## src/design/rvPkg.sv

```systemverilog
package rvPkg;

    typedef logic [31:0] word_t;
    typedef logic [4:0]  regAddr_t;
    typedef logic [3:0]  aluCtrl_t;
    typedef logic [1:0]  resultSrc_t;
    typedef logic [2:0]  immSrc_t;
    typedef logic [1:0]  forward_t;

    // base opcodes of the supported subset
    localparam logic [6:0] OP_R      = 7'b0110011;
    localparam logic [6:0] OP_I      = 7'b0010011;
    localparam logic [6:0] OP_LOAD   = 7'b0000011;
    localparam logic [6:0] OP_STORE  = 7'b0100011;
    localparam logic [6:0] OP_BRANCH = 7'b1100011;
    localparam logic [6:0] OP_JAL    = 7'b1101111;
    localparam logic [6:0] OP_JALR   = 7'b1100111;
    localparam logic [6:0] OP_LUI    = 7'b0110111;
    localparam logic [6:0] OP_AUIPC  = 7'b0010111;

    localparam aluCtrl_t ALU_ADD   = 4'd0;
    localparam aluCtrl_t ALU_SUB   = 4'd1;
    localparam aluCtrl_t ALU_AND   = 4'd2;
    localparam aluCtrl_t ALU_OR    = 4'd3;
    localparam aluCtrl_t ALU_XOR   = 4'd4;
    localparam aluCtrl_t ALU_SLT   = 4'd5;
    localparam aluCtrl_t ALU_SLTU  = 4'd6;
    localparam aluCtrl_t ALU_SLL   = 4'd7;
    localparam aluCtrl_t ALU_SRL   = 4'd8;
    localparam aluCtrl_t ALU_SRA   = 4'd9;
    localparam aluCtrl_t ALU_PASSB = 4'd10;

    // writeback sources
    localparam resultSrc_t RES_ALU = 2'd0;
    localparam resultSrc_t RES_MEM = 2'd1;
    localparam resultSrc_t RES_PC4 = 2'd2;

    localparam immSrc_t IMM_I = 3'd0;
    localparam immSrc_t IMM_S = 3'd1;
    localparam immSrc_t IMM_B = 3'd2;
    localparam immSrc_t IMM_U = 3'd3;
    localparam immSrc_t IMM_J = 3'd4;

    localparam forward_t FWD_REG = 2'd0;
    localparam forward_t FWD_WB  = 2'd1;
    localparam forward_t FWD_MEM = 2'd2;

    localparam int IMEM_WORDS = 256;
    localparam int DMEM_WORDS = 256;

endpackage

```

## src/design/hazardIf.sv

```systemverilog
`timescale 1ns/100ps

interface hazardIf;

    // register indices seen by each stage
    rvPkg::regAddr_t rs1D;
    rvPkg::regAddr_t rs2D;
    rvPkg::regAddr_t rs1E;
    rvPkg::regAddr_t rs2E;
    rvPkg::regAddr_t rdE;
    rvPkg::regAddr_t rdM;
    rvPkg::regAddr_t rdW;
    logic            regWriteM;
    logic            regWriteW;
    logic            loadE;
    logic            redirectE;

    // pipeline controls back to the core
    rvPkg::forward_t forwardA;
    rvPkg::forward_t forwardB;
    logic            stallF;
    logic            stallD;
    logic            flushD;
    logic            flushE;

    modport unit (
        input  rs1D, rs2D, rs1E, rs2E, rdE, rdM, rdW,
        input  regWriteM, regWriteW, loadE, redirectE,
        output forwardA, forwardB, stallF, stallD, flushD, flushE
    );

    modport core (
        output rs1D, rs2D, rs1E, rs2E, rdE, rdM, rdW,
        output regWriteM, regWriteW, loadE, redirectE,
        input  forwardA, forwardB, stallF, stallD, flushD, flushE
    );

endinterface

```

## src/design/hazardUnit.sv

```systemverilog
`timescale 1ns/100ps

module hazardUnit (
    hazardIf.unit hz
);

    logic loadUse;

    // the younger producer in memory wins over writeback
    function automatic rvPkg::forward_t pickForward(
        input rvPkg::regAddr_t rs,
        input rvPkg::regAddr_t rdM,
        input logic            regWriteM,
        input rvPkg::regAddr_t rdW,
        input logic            regWriteW
    );
        if (rs != '0 && regWriteM && rs == rdM) begin
            return rvPkg::FWD_MEM;
        end else if (rs != '0 && regWriteW && rs == rdW) begin
            return rvPkg::FWD_WB;
        end
        return rvPkg::FWD_REG;
    endfunction

    assign hz.forwardA = pickForward(hz.rs1E, hz.rdM, hz.regWriteM, hz.rdW, hz.regWriteW);
    assign hz.forwardB = pickForward(hz.rs2E, hz.rdM, hz.regWriteM, hz.rdW, hz.regWriteW);

    // load data only exists after the memory stage
    assign loadUse = hz.loadE && (hz.rdE != '0) &&
                     ((hz.rdE == hz.rs1D) || (hz.rdE == hz.rs2D));

    assign hz.stallF = loadUse;
    assign hz.stallD = loadUse;

    // taken transfer squashes fetch and decode slots
    assign hz.flushD = hz.redirectE;
    assign hz.flushE = hz.redirectE || loadUse;

endmodule

```

## src/flat_wrapper.sv

```systemverilog
// flat-port wrapper written by rule: the top's interface ports become plain ports
module hazardUnit_flat 
  (hz_rs1D, hz_rs2D, hz_rs1E, hz_rs2E, hz_rdE, hz_rdM, hz_rdW, hz_regWriteM, hz_regWriteW, hz_loadE, hz_redirectE, hz_forwardA, hz_forwardB, hz_stallF, hz_stallD, hz_flushD, hz_flushE);
  hazardIf hz_i ();
  input wire logic [$bits(hz_i.rs1D)-1:0] hz_rs1D;
  input wire logic [$bits(hz_i.rs2D)-1:0] hz_rs2D;
  input wire logic [$bits(hz_i.rs1E)-1:0] hz_rs1E;
  input wire logic [$bits(hz_i.rs2E)-1:0] hz_rs2E;
  input wire logic [$bits(hz_i.rdE)-1:0] hz_rdE;
  input wire logic [$bits(hz_i.rdM)-1:0] hz_rdM;
  input wire logic [$bits(hz_i.rdW)-1:0] hz_rdW;
  input wire logic [$bits(hz_i.regWriteM)-1:0] hz_regWriteM;
  input wire logic [$bits(hz_i.regWriteW)-1:0] hz_regWriteW;
  input wire logic [$bits(hz_i.loadE)-1:0] hz_loadE;
  input wire logic [$bits(hz_i.redirectE)-1:0] hz_redirectE;
  output wire logic [$bits(hz_i.forwardA)-1:0] hz_forwardA;
  output wire logic [$bits(hz_i.forwardB)-1:0] hz_forwardB;
  output wire logic [$bits(hz_i.stallF)-1:0] hz_stallF;
  output wire logic [$bits(hz_i.stallD)-1:0] hz_stallD;
  output wire logic [$bits(hz_i.flushD)-1:0] hz_flushD;
  output wire logic [$bits(hz_i.flushE)-1:0] hz_flushE;
  assign hz_i.rs1D = hz_rs1D;
  assign hz_i.rs2D = hz_rs2D;
  assign hz_i.rs1E = hz_rs1E;
  assign hz_i.rs2E = hz_rs2E;
  assign hz_i.rdE = hz_rdE;
  assign hz_i.rdM = hz_rdM;
  assign hz_i.rdW = hz_rdW;
  assign hz_i.regWriteM = hz_regWriteM;
  assign hz_i.regWriteW = hz_regWriteW;
  assign hz_i.loadE = hz_loadE;
  assign hz_i.redirectE = hz_redirectE;
  assign hz_forwardA = hz_i.forwardA;
  assign hz_forwardB = hz_i.forwardB;
  assign hz_stallF = hz_i.stallF;
  assign hz_stallD = hz_i.stallD;
  assign hz_flushD = hz_i.flushD;
  assign hz_flushE = hz_i.flushE;
  hazardUnit u_core (.hz(hz_i));
endmodule
```

## config.mk

```make
export PLATFORM = sky130hd
export DESIGN_NAME = hazardUnit_flat
export DESIGN_NICKNAME = d
export VERILOG_FILES = /design/src/design/rvPkg.sv /design/src/design/hazardIf.sv /design/src/design/hazardUnit.sv /design/src/flat_wrapper.sv
export SDC_FILE = /design/constraint.sdc
export NUM_CORES = 1
export LEC_CHECK = 0
export BUFFER_PORTS_ARGS = -buffer_cell sky130_fd_sc_hd__buf_2
export CAP_MARGIN = 0
export CORE_AREA = 3 3 40 42
export DETAILED_ROUTE_END_ITERATION = 7
export DIE_AREA = 0 0 43 45
export PLACE_DENSITY = 0.86
export SYNTH_ARGS = -nofsm -noshare
export SYNTH_HDL_FRONTEND = slang
export SYNTH_SLANG_ARGS = --single-unit
```

## constraint.sdc

```tcl
create_clock -name vclk -period 1.5
set_input_delay 0.15 -clock vclk [all_inputs]
set_output_delay 0.15 -clock vclk [all_outputs]
set_load 0.01 [all_outputs]
```

Word level (Yosys, flattened, before mapping)
Index checks and enable logic that the tools add are counted.
{ "totals": {"rom_bits": 0, "in_bits": 39, "output_inout_bits": 8, "latchBits": 0, "word_cells": 31, "reg_bits": 0, "ramBits": 0, "memories": 0} }
{ "op_classes": {"n_addsub": 0, "n_bitwise": 0, "eq_ne": 6, "n_lt_le_gt_ge": 0, "div_mod_pow": 0, "shift": 0, "muxes": 10, "n_mul": 0, "reduce_logical": 15} }
{ "ops": {"columns": ["op", "n"], "rows": [
  ["5-bit equality test", 6],
  ["5-bit nonzero test", 3],
  ["2-bit two-way mux", 6],
  ["1-bit logical AND", 10],
  ["1-bit two-way mux", 4],
  ["1-bit logical OR", 2]
]} }

Depth between registers and ports, before layout
Gate-level depths: netlist of run 1.
{ "depth": {"depth_word": 6, "mapped_depth": 5, "depth_no_buf": 4} }

Worst setup path before layout of run 1
OpenSTA, ideal clock, no wires.
{ "synth_path": {"path_type": "input-to-output", "start": "input port hz_rs1E[1]", "end": "output port hz_forwardA[0]", "path_buffers": 0, "t_arrival_ps": 1213, "path_stages": 4, "slack_ps": 137, "required_time_ps": 1350, "cell_sequence": "or4_4 nor2_4 nor4_2 nor4_2"} }
{ "synth_between": {"elab_chain_len": 6, "word_cells_on_any_way": 11, "cone_classes": "2 x eq/ne; 4 x mux; 5 x reduce/logical"} }
{ "synth_rtl": {"columns": ["item", "line_no", "source"], "rows": [
  ["start: declaration", "flat_wrapper.sv:7", "input wire logic [$bits(hz_i.rs1E)-1:0] hz_rs1E;"],
  ["5-bit nonzero test", "hazardUnit.sv:17, hazardUnit.sv:19", null],
  ["1-bit logical AND (2 in a row)", "hazardUnit.sv:19", "end else if (rs != '0 && regWriteW && rs == rdW) begin"],
  ["1-bit two-way mux", "hazardUnit.sv:19", null],
  ["1-bit two-way mux", "hazardUnit.sv:17", "if (rs != '0 && regWriteM && rs == rdM) begin"],
  ["2-bit two-way mux (*)", "hazardUnit.sv:22", "return rvPkg::FWD_REG;"],
  ["end: declaration", "flat_wrapper.sv:16", "output wire logic [$bits(hz_i.forwardA)-1:0] hz_forwardA;"]
]} }
Every way passes the cells marked *; elsewhere a longest branch is shown, timed or not.

Worst setup path after layout of run 1
{ "layout_path": {"start": "input port hz_rs2E[0]", "end": "output port hz_forwardB[0]"} }
{ "layout_between": {"elab_chain_len": 6, "word_cells_on_any_way": 11, "cone_classes": "2 x eq/ne; 4 x mux; 5 x reduce/logical"} }
{ "layout_rtl": {"columns": ["item", "line_no", "source"], "rows": [
  ["start: declaration", "flat_wrapper.sv:8", "input wire logic [$bits(hz_i.rs2E)-1:0] hz_rs2E;"],
  ["5-bit nonzero test", "hazardUnit.sv:17, hazardUnit.sv:19", null],
  ["1-bit logical AND (2 in a row)", "hazardUnit.sv:19", null],
  ["1-bit two-way mux", "hazardUnit.sv:19", null],
  ["1-bit two-way mux", "hazardUnit.sv:17", null],
  ["2-bit two-way mux (*)", "hazardUnit.sv:22", null],
  ["end: declaration", "flat_wrapper.sv:17", "output wire logic [$bits(hz_i.forwardB)-1:0] hz_forwardB;"]
]} }
Marked as above.

==> results.txt, run 1 <==
CP startpoint kind -> input pin
Distinct cells, synth -> 14
first-pass GRT wire length -> 2340 um
clock buffer count -> 0
Peak supply drop -> 0.000126 V
drt initial violations -> 1
fin crit period -> 1520 ps
initial antenna violation count -> 0
HPWL Detailed -> 1330 um
Die W -> 43 um
hold-fix buffers at CTS -> 0
Syn Area/Cell -> 8.26 um^2
min-delay worst type -> input pin to output port
final hold viol count -> 0
1st-pass router iterations -> 2
area delta synth->final -> 65.8%
part of the power in registers -> 0
Worst Tran Pin Value -> 311 ps
buffers added on ports -> 47
Setup CP Type -> input pin to output port
aggregate routed wire length -> 1410 um
CP max-delay cell -> or4_4
post-route ant nets -> 0
final worst-path cycle share -> 1.01
Max Clk Rate -> 660 MHz
Seq/Total Area, Yosys -> 0
final worst slack -> -15.8 ps
share of layout cells above drive strength 1 -> 0.583
maximum fanout along the worst path -> 2
clock power share -> 0
status -> complete, but fails checks
DRC Markers -> 0
IO Pins -> 47
largest net degree at the start of global routing -> 4
Worst Hold Depth -> 2
max cap viols -> 0
setup repair after global routing missed its margin -> yes
switching power -> 93.7 uW
core region area -> 0.00128 mm^2
PostCTS Resize Cnt -> 0
Comb pwr share -> 1.000
PwrDens -> 266 mW/mm^2
Worst path top cell family by delay -> simple AND/OR/NAND/NOR gates
Cell Int Power -> 107 uW
number of buffers and inverters on the critical path -> 2
footprint of the multi-input gates -> 439 um^2
Req. time, crit path -> 1350 ps
Reg area -> 0 um^2
synthesized area -> 454 um^2
vias in the first global route -> 596
Die Y -> 45 um
n_diodes -> 0
Initial Utilization -> 0.353
fin cells -> 123
final setup vio count -> 1
die area -> 0.00194 mm^2
crit-path cells -> buf_2, or4_4, nor2_4, nor4_2, nor4_2, buf_2
syn nets -> 94
GRT Overall Usage -> 0.152
Max stage delay on crit path -> 540 ps
critical path endpoint category -> output port
Gate Count Post-Synth -> 55
Overflow after GRT -> 0
Hold EP -> hz_flushD
Net Sw Frac -> 0.468
Filler Cells Inserted -> 98
cell row count -> 13
# Post-CTS Setup Buffers -> 0
failing checks -> setup timing
Vias -> 599
dpl cells -> 123
Pleak -> 0.000359 uW
GPL Wtd Cong -> 0.833
vias per cell -> 4.87
final net count -> 149
Slew Limit Fails -> 0
Ys Warns -> 0
seq_cells -> 0
max_slew headroom -> 0.791
Worst EP arrival -> 1370 ps
WL/cell -> 11.5 um
fin util -> 0.586
hold path startpoint -> hz_redirectE
## power groups by stage
stage | Sequential (uW) | Clock [uW] | Combinational, uW
6_report | 0 | 0 | 200
5_1_grt | 0 | 0 | 220
4_1_cts | 0 | 0 | 201
3_5_place_dp | 0 | 0 | 200
3_3_place_gp | 0 | 0 | 193
2_1_floorplan | 0 | 0 | 92.1
## cells by family after synthesis
family | count (synthesis) | synth area share
buf+inv | 2 | 0.0330
compound gates | 3 | 0.0441
simple gates | 20 | 0.344
xor+xnor | 30 | 0.579
## synthesized netlist by cell type
cell type  instances  share of area
xnor2_1           16           0.31
xor2_1            14           0.27
nand4_1            4          0.055
nor4_2             4           0.11
nor2_1             3          0.025
buf_4              2          0.033
nand2_1            2          0.017
nor2_4             2          0.050
nor3_1             2          0.022
or4_4              2          0.050
a22oi_1            1          0.017
o21ai_0            1          0.011
o21bai_1           1          0.017
or4_1              1          0.017
## worst max-delay path by stage
stage                from             end  slack [ps]  cells past startpoint
2_1_floorplan  hz_rs1E[1]  hz_forwardA[0]         140                      4
3_3_place_gp   hz_rs2E[0]  hz_forwardB[0]           6                      6
3_5_place_dp   hz_rs2E[0]  hz_forwardB[0]         -20                      6
4_1_cts        hz_rs2E[0]  hz_forwardB[0]         -20                      6
5_1_grt        hz_rs2E[0]  hz_forwardB[0]         -70                      6
6_report       hz_rs2E[0]  hz_forwardB[0]         -20                      6
## layer usage
layer  vias up  wire length, um  track usage
met5         -                0            0
met4         0                0       0.0120
met3         0              202       0.0120
met2        47              716        0.335
met1       252              495        0.157
li1        300                -            -
## through the flow
step / setup TNS, ps / area (um^2) / power [uW] / setup slack (ps) / hold WS (ps)
floorplan: 0 / 454 / 92.1 / 137 / 392
global placement: 0 / 753 / 193 / 6.31 / 499
detailed placement: -24.3 / 753 / 200 / -24.3 / 498
CTS: -22.2 / 753 / 201 / -22.2 / 500
global route: -87.5 / 753 / 220 / -69.0 / 514
finish: -15.8 / 753 / 200 / -15.8 / 497
## area by class of cell
cell class         instances  area share
multi-input cells         53       0.583
well taps                 15      0.0249
repair buffers            55       0.392
## placed cells by master, fill, tap and decap left out, drive strengths merged
cell type / Yosys / layout
xnor2: 16 / 16
nor3: 2 / 2
o21ai: 1 / 1
o21bai: 1 / 1
nor2: 5 / 5
nand4: 4 / 4
nor4: 4 / 4
or4: 3 / 3
nand2: 2 / 2
xor2: 14 / 14
a22oi: 1 / 1
buf: 2 / 55
Power figures use the tool's default switching activity.
==> run 2: changes to the inputs <==
SETUP_SLACK_MARGIN = 0.2   (was unset)
==> results.txt, run 2 (synthesis gave the netlist of run 1 again) <==
Hold EP -> hz_flushD
first-pass GRT wire length -> 2420 um (+3.5%)
aggregate routed wire length -> 1630 um (+15%)
final hold viol count -> 0 (unchanged)
fin util -> 0.628 (+0.0419)
Die W -> 43 um (unchanged)
Vias -> 605 (+1.0%)
Initial Utilization -> 0.353 (unchanged)
core region area -> 0.00128 mm^2 (unchanged)
Peak supply drop -> 0.000131 V (+3.9%)
Filler Cells Inserted -> 106 (+8.2%)
Pleak -> 0.000369 uW (+2.6%)
cell row count -> 13 (unchanged)
n_diodes -> 0 (unchanged)
GPL Wtd Cong -> 0.836 (+0.36%)
critical path endpoint category -> output port
Overflow after GRT -> 0 (unchanged)
seq_cells -> 0 (unchanged)
PwrDens -> 269 mW/mm^2 (+1.0%)
post-route ant nets -> 0 (unchanged)
leading cell type in the layout, fill and taps excluded -> buf_2
final worst slack -> -17.8 ps (-2.08 ps)
HPWL Detailed -> 1300 um (-1.9%)
total power -> 217 uW (+8.2%)
status -> complete, but fails checks
Worst Tran Pin Value -> 278 ps (-33.8 ps)
final setup vio count -> 1 (unchanged)
Max stage delay on crit path -> 550 ps (about the same)
setup repair after global routing missed its margin -> yes
setup TNS -> -17.8 ps (-2.08 ps)
footprint of the multi-input gates -> 465 um^2 (+6.0%)
largest net degree at the start of global routing -> 4 (unchanged)
failing checks -> setup timing
CP max-delay cell -> or4_4
Slew Limit Fails -> 0 (unchanged)
CP startpoint kind -> input pin
maximum fanout along the worst path -> 2 (unchanged)
Reg area -> 0 um^2 (unchanged)
buffers added on ports -> 47 (unchanged)
share of layout cells above drive strength 1 -> 0.607 (+0.0241)
Max Clk Rate -> 659 MHz (-0.14%)
Req. time, crit path -> 1350 ps (about the same)
min-delay worst type -> input pin to output port
max_slew headroom -> 0.813 (+0.0227)
Hold WS -> 500 ps (+2.28 ps)
die area -> 0.00194 mm^2 (unchanged)
fin crit period -> 1520 ps (+2.08 ps)
initial antenna violation count -> 0 (unchanged)
most frequent cells in the layout -> buf_2, xnor2_1, xor2_1
Worst EP arrival -> 1370 ps (about the same)
DRC Markers -> 0 (unchanged)
hold path startpoint -> hz_redirectE
Die Y -> 45 um (unchanged)
drt initial violations -> 2 (+1)
final worst-path cycle share -> 1.01 (+0.00139)
hold-fix buffers at CTS -> 0 (unchanged)
GRT Overall Usage -> 0.158 (+0.00663)
vias per cell -> 4.96 (+1.8%)
final net count -> 148 (-0.67%)
Worst Hold Depth -> 2 (unchanged)
crit-path cells -> buf_6, or4_4, nor2_4, nor4_4, nor4_2, buf_2
clock buffer count -> 0 (unchanged)
Setup CP Type -> input pin to output port
1st-pass router iterations -> 2 (unchanged)
max cap viols -> 0 (unchanged)
vias in the first global route -> 578 (-3.0%)
WL/cell -> 13.3 um (+16%)
area delta synth->final -> 77.7%
IO Pins -> 47 (unchanged)
## run 2: cell count changes in the layout (fill, tap and decap cells not counted), sizes merged
cell  before  now
buf       55   54
## run 2: area by class of cell
type,count,area share
multi-input cells,53,0.577
well taps,15,0.0233
repair buffers,54,0.400
## run 2: repair_timing
action / CTS / global route
endpoints found under the setup margin: 5 / 6
resized for setup: 8 / 6
buffers inserted: 1 / 1
pin swaps: 3 / 2
cloned: 0 / 0
## run 2: report_power, final
group,leakage (uW),total [uW],switching [uW],internal [uW]
Combinational,0.000369,217,101,116
Sequential,0,0,0,0
Clock,0,0,0,0
Total,0.000369,217,101,116
## run 2: worst max-delay path, delay by kind of cell
family        cells  cell delay [ps]
simple gates      4              950
buf+inv           2              260
## run 2: through the flow
| stage | std cells | setup WS, ps | instance area [um^2] |
|---|---|---|---|
| 2_1_floorplan | 55 | 173 | 454 |
| 3_3_place_gp | 120 | 35.5 | 731 |
| 3_5_place_dp | 120 | 4.59 | 731 |
| 4_1_cts | 121 | -4.24 | 762 |
| 5_1_grt | 122 | -109 | 807 |
| 6_report | 122 | -17.8 | 807 |
## run 2: worst max-delay path by stage
stage                          start  slack [ps]  cells past startpoint             end
after floorplan           hz_rs1E[1]         170                      4  hz_forwardA[0]
after global placement    hz_rs1E[1]          40                      6  hz_forwardA[0]
after detailed placement  hz_rs2E[0]           5                      6  hz_forwardB[0]
after CTS                 hz_rs2E[0]          -4                      6  hz_forwardB[0]
after global routing      hz_rs2E[0]        -110                      6  hz_forwardB[0]
final                     hz_rs2E[0]         -20                      6  hz_forwardB[0]
## run 2: per-layer routing
layer  global-route usage  vias up  part of all wire
li1                     -      295                 -
met1                0.171      257              0.34
met2                0.344       49              0.50
met3               0.0159        4              0.13
met4                    0        0             0.031
met5                    0        -                 0
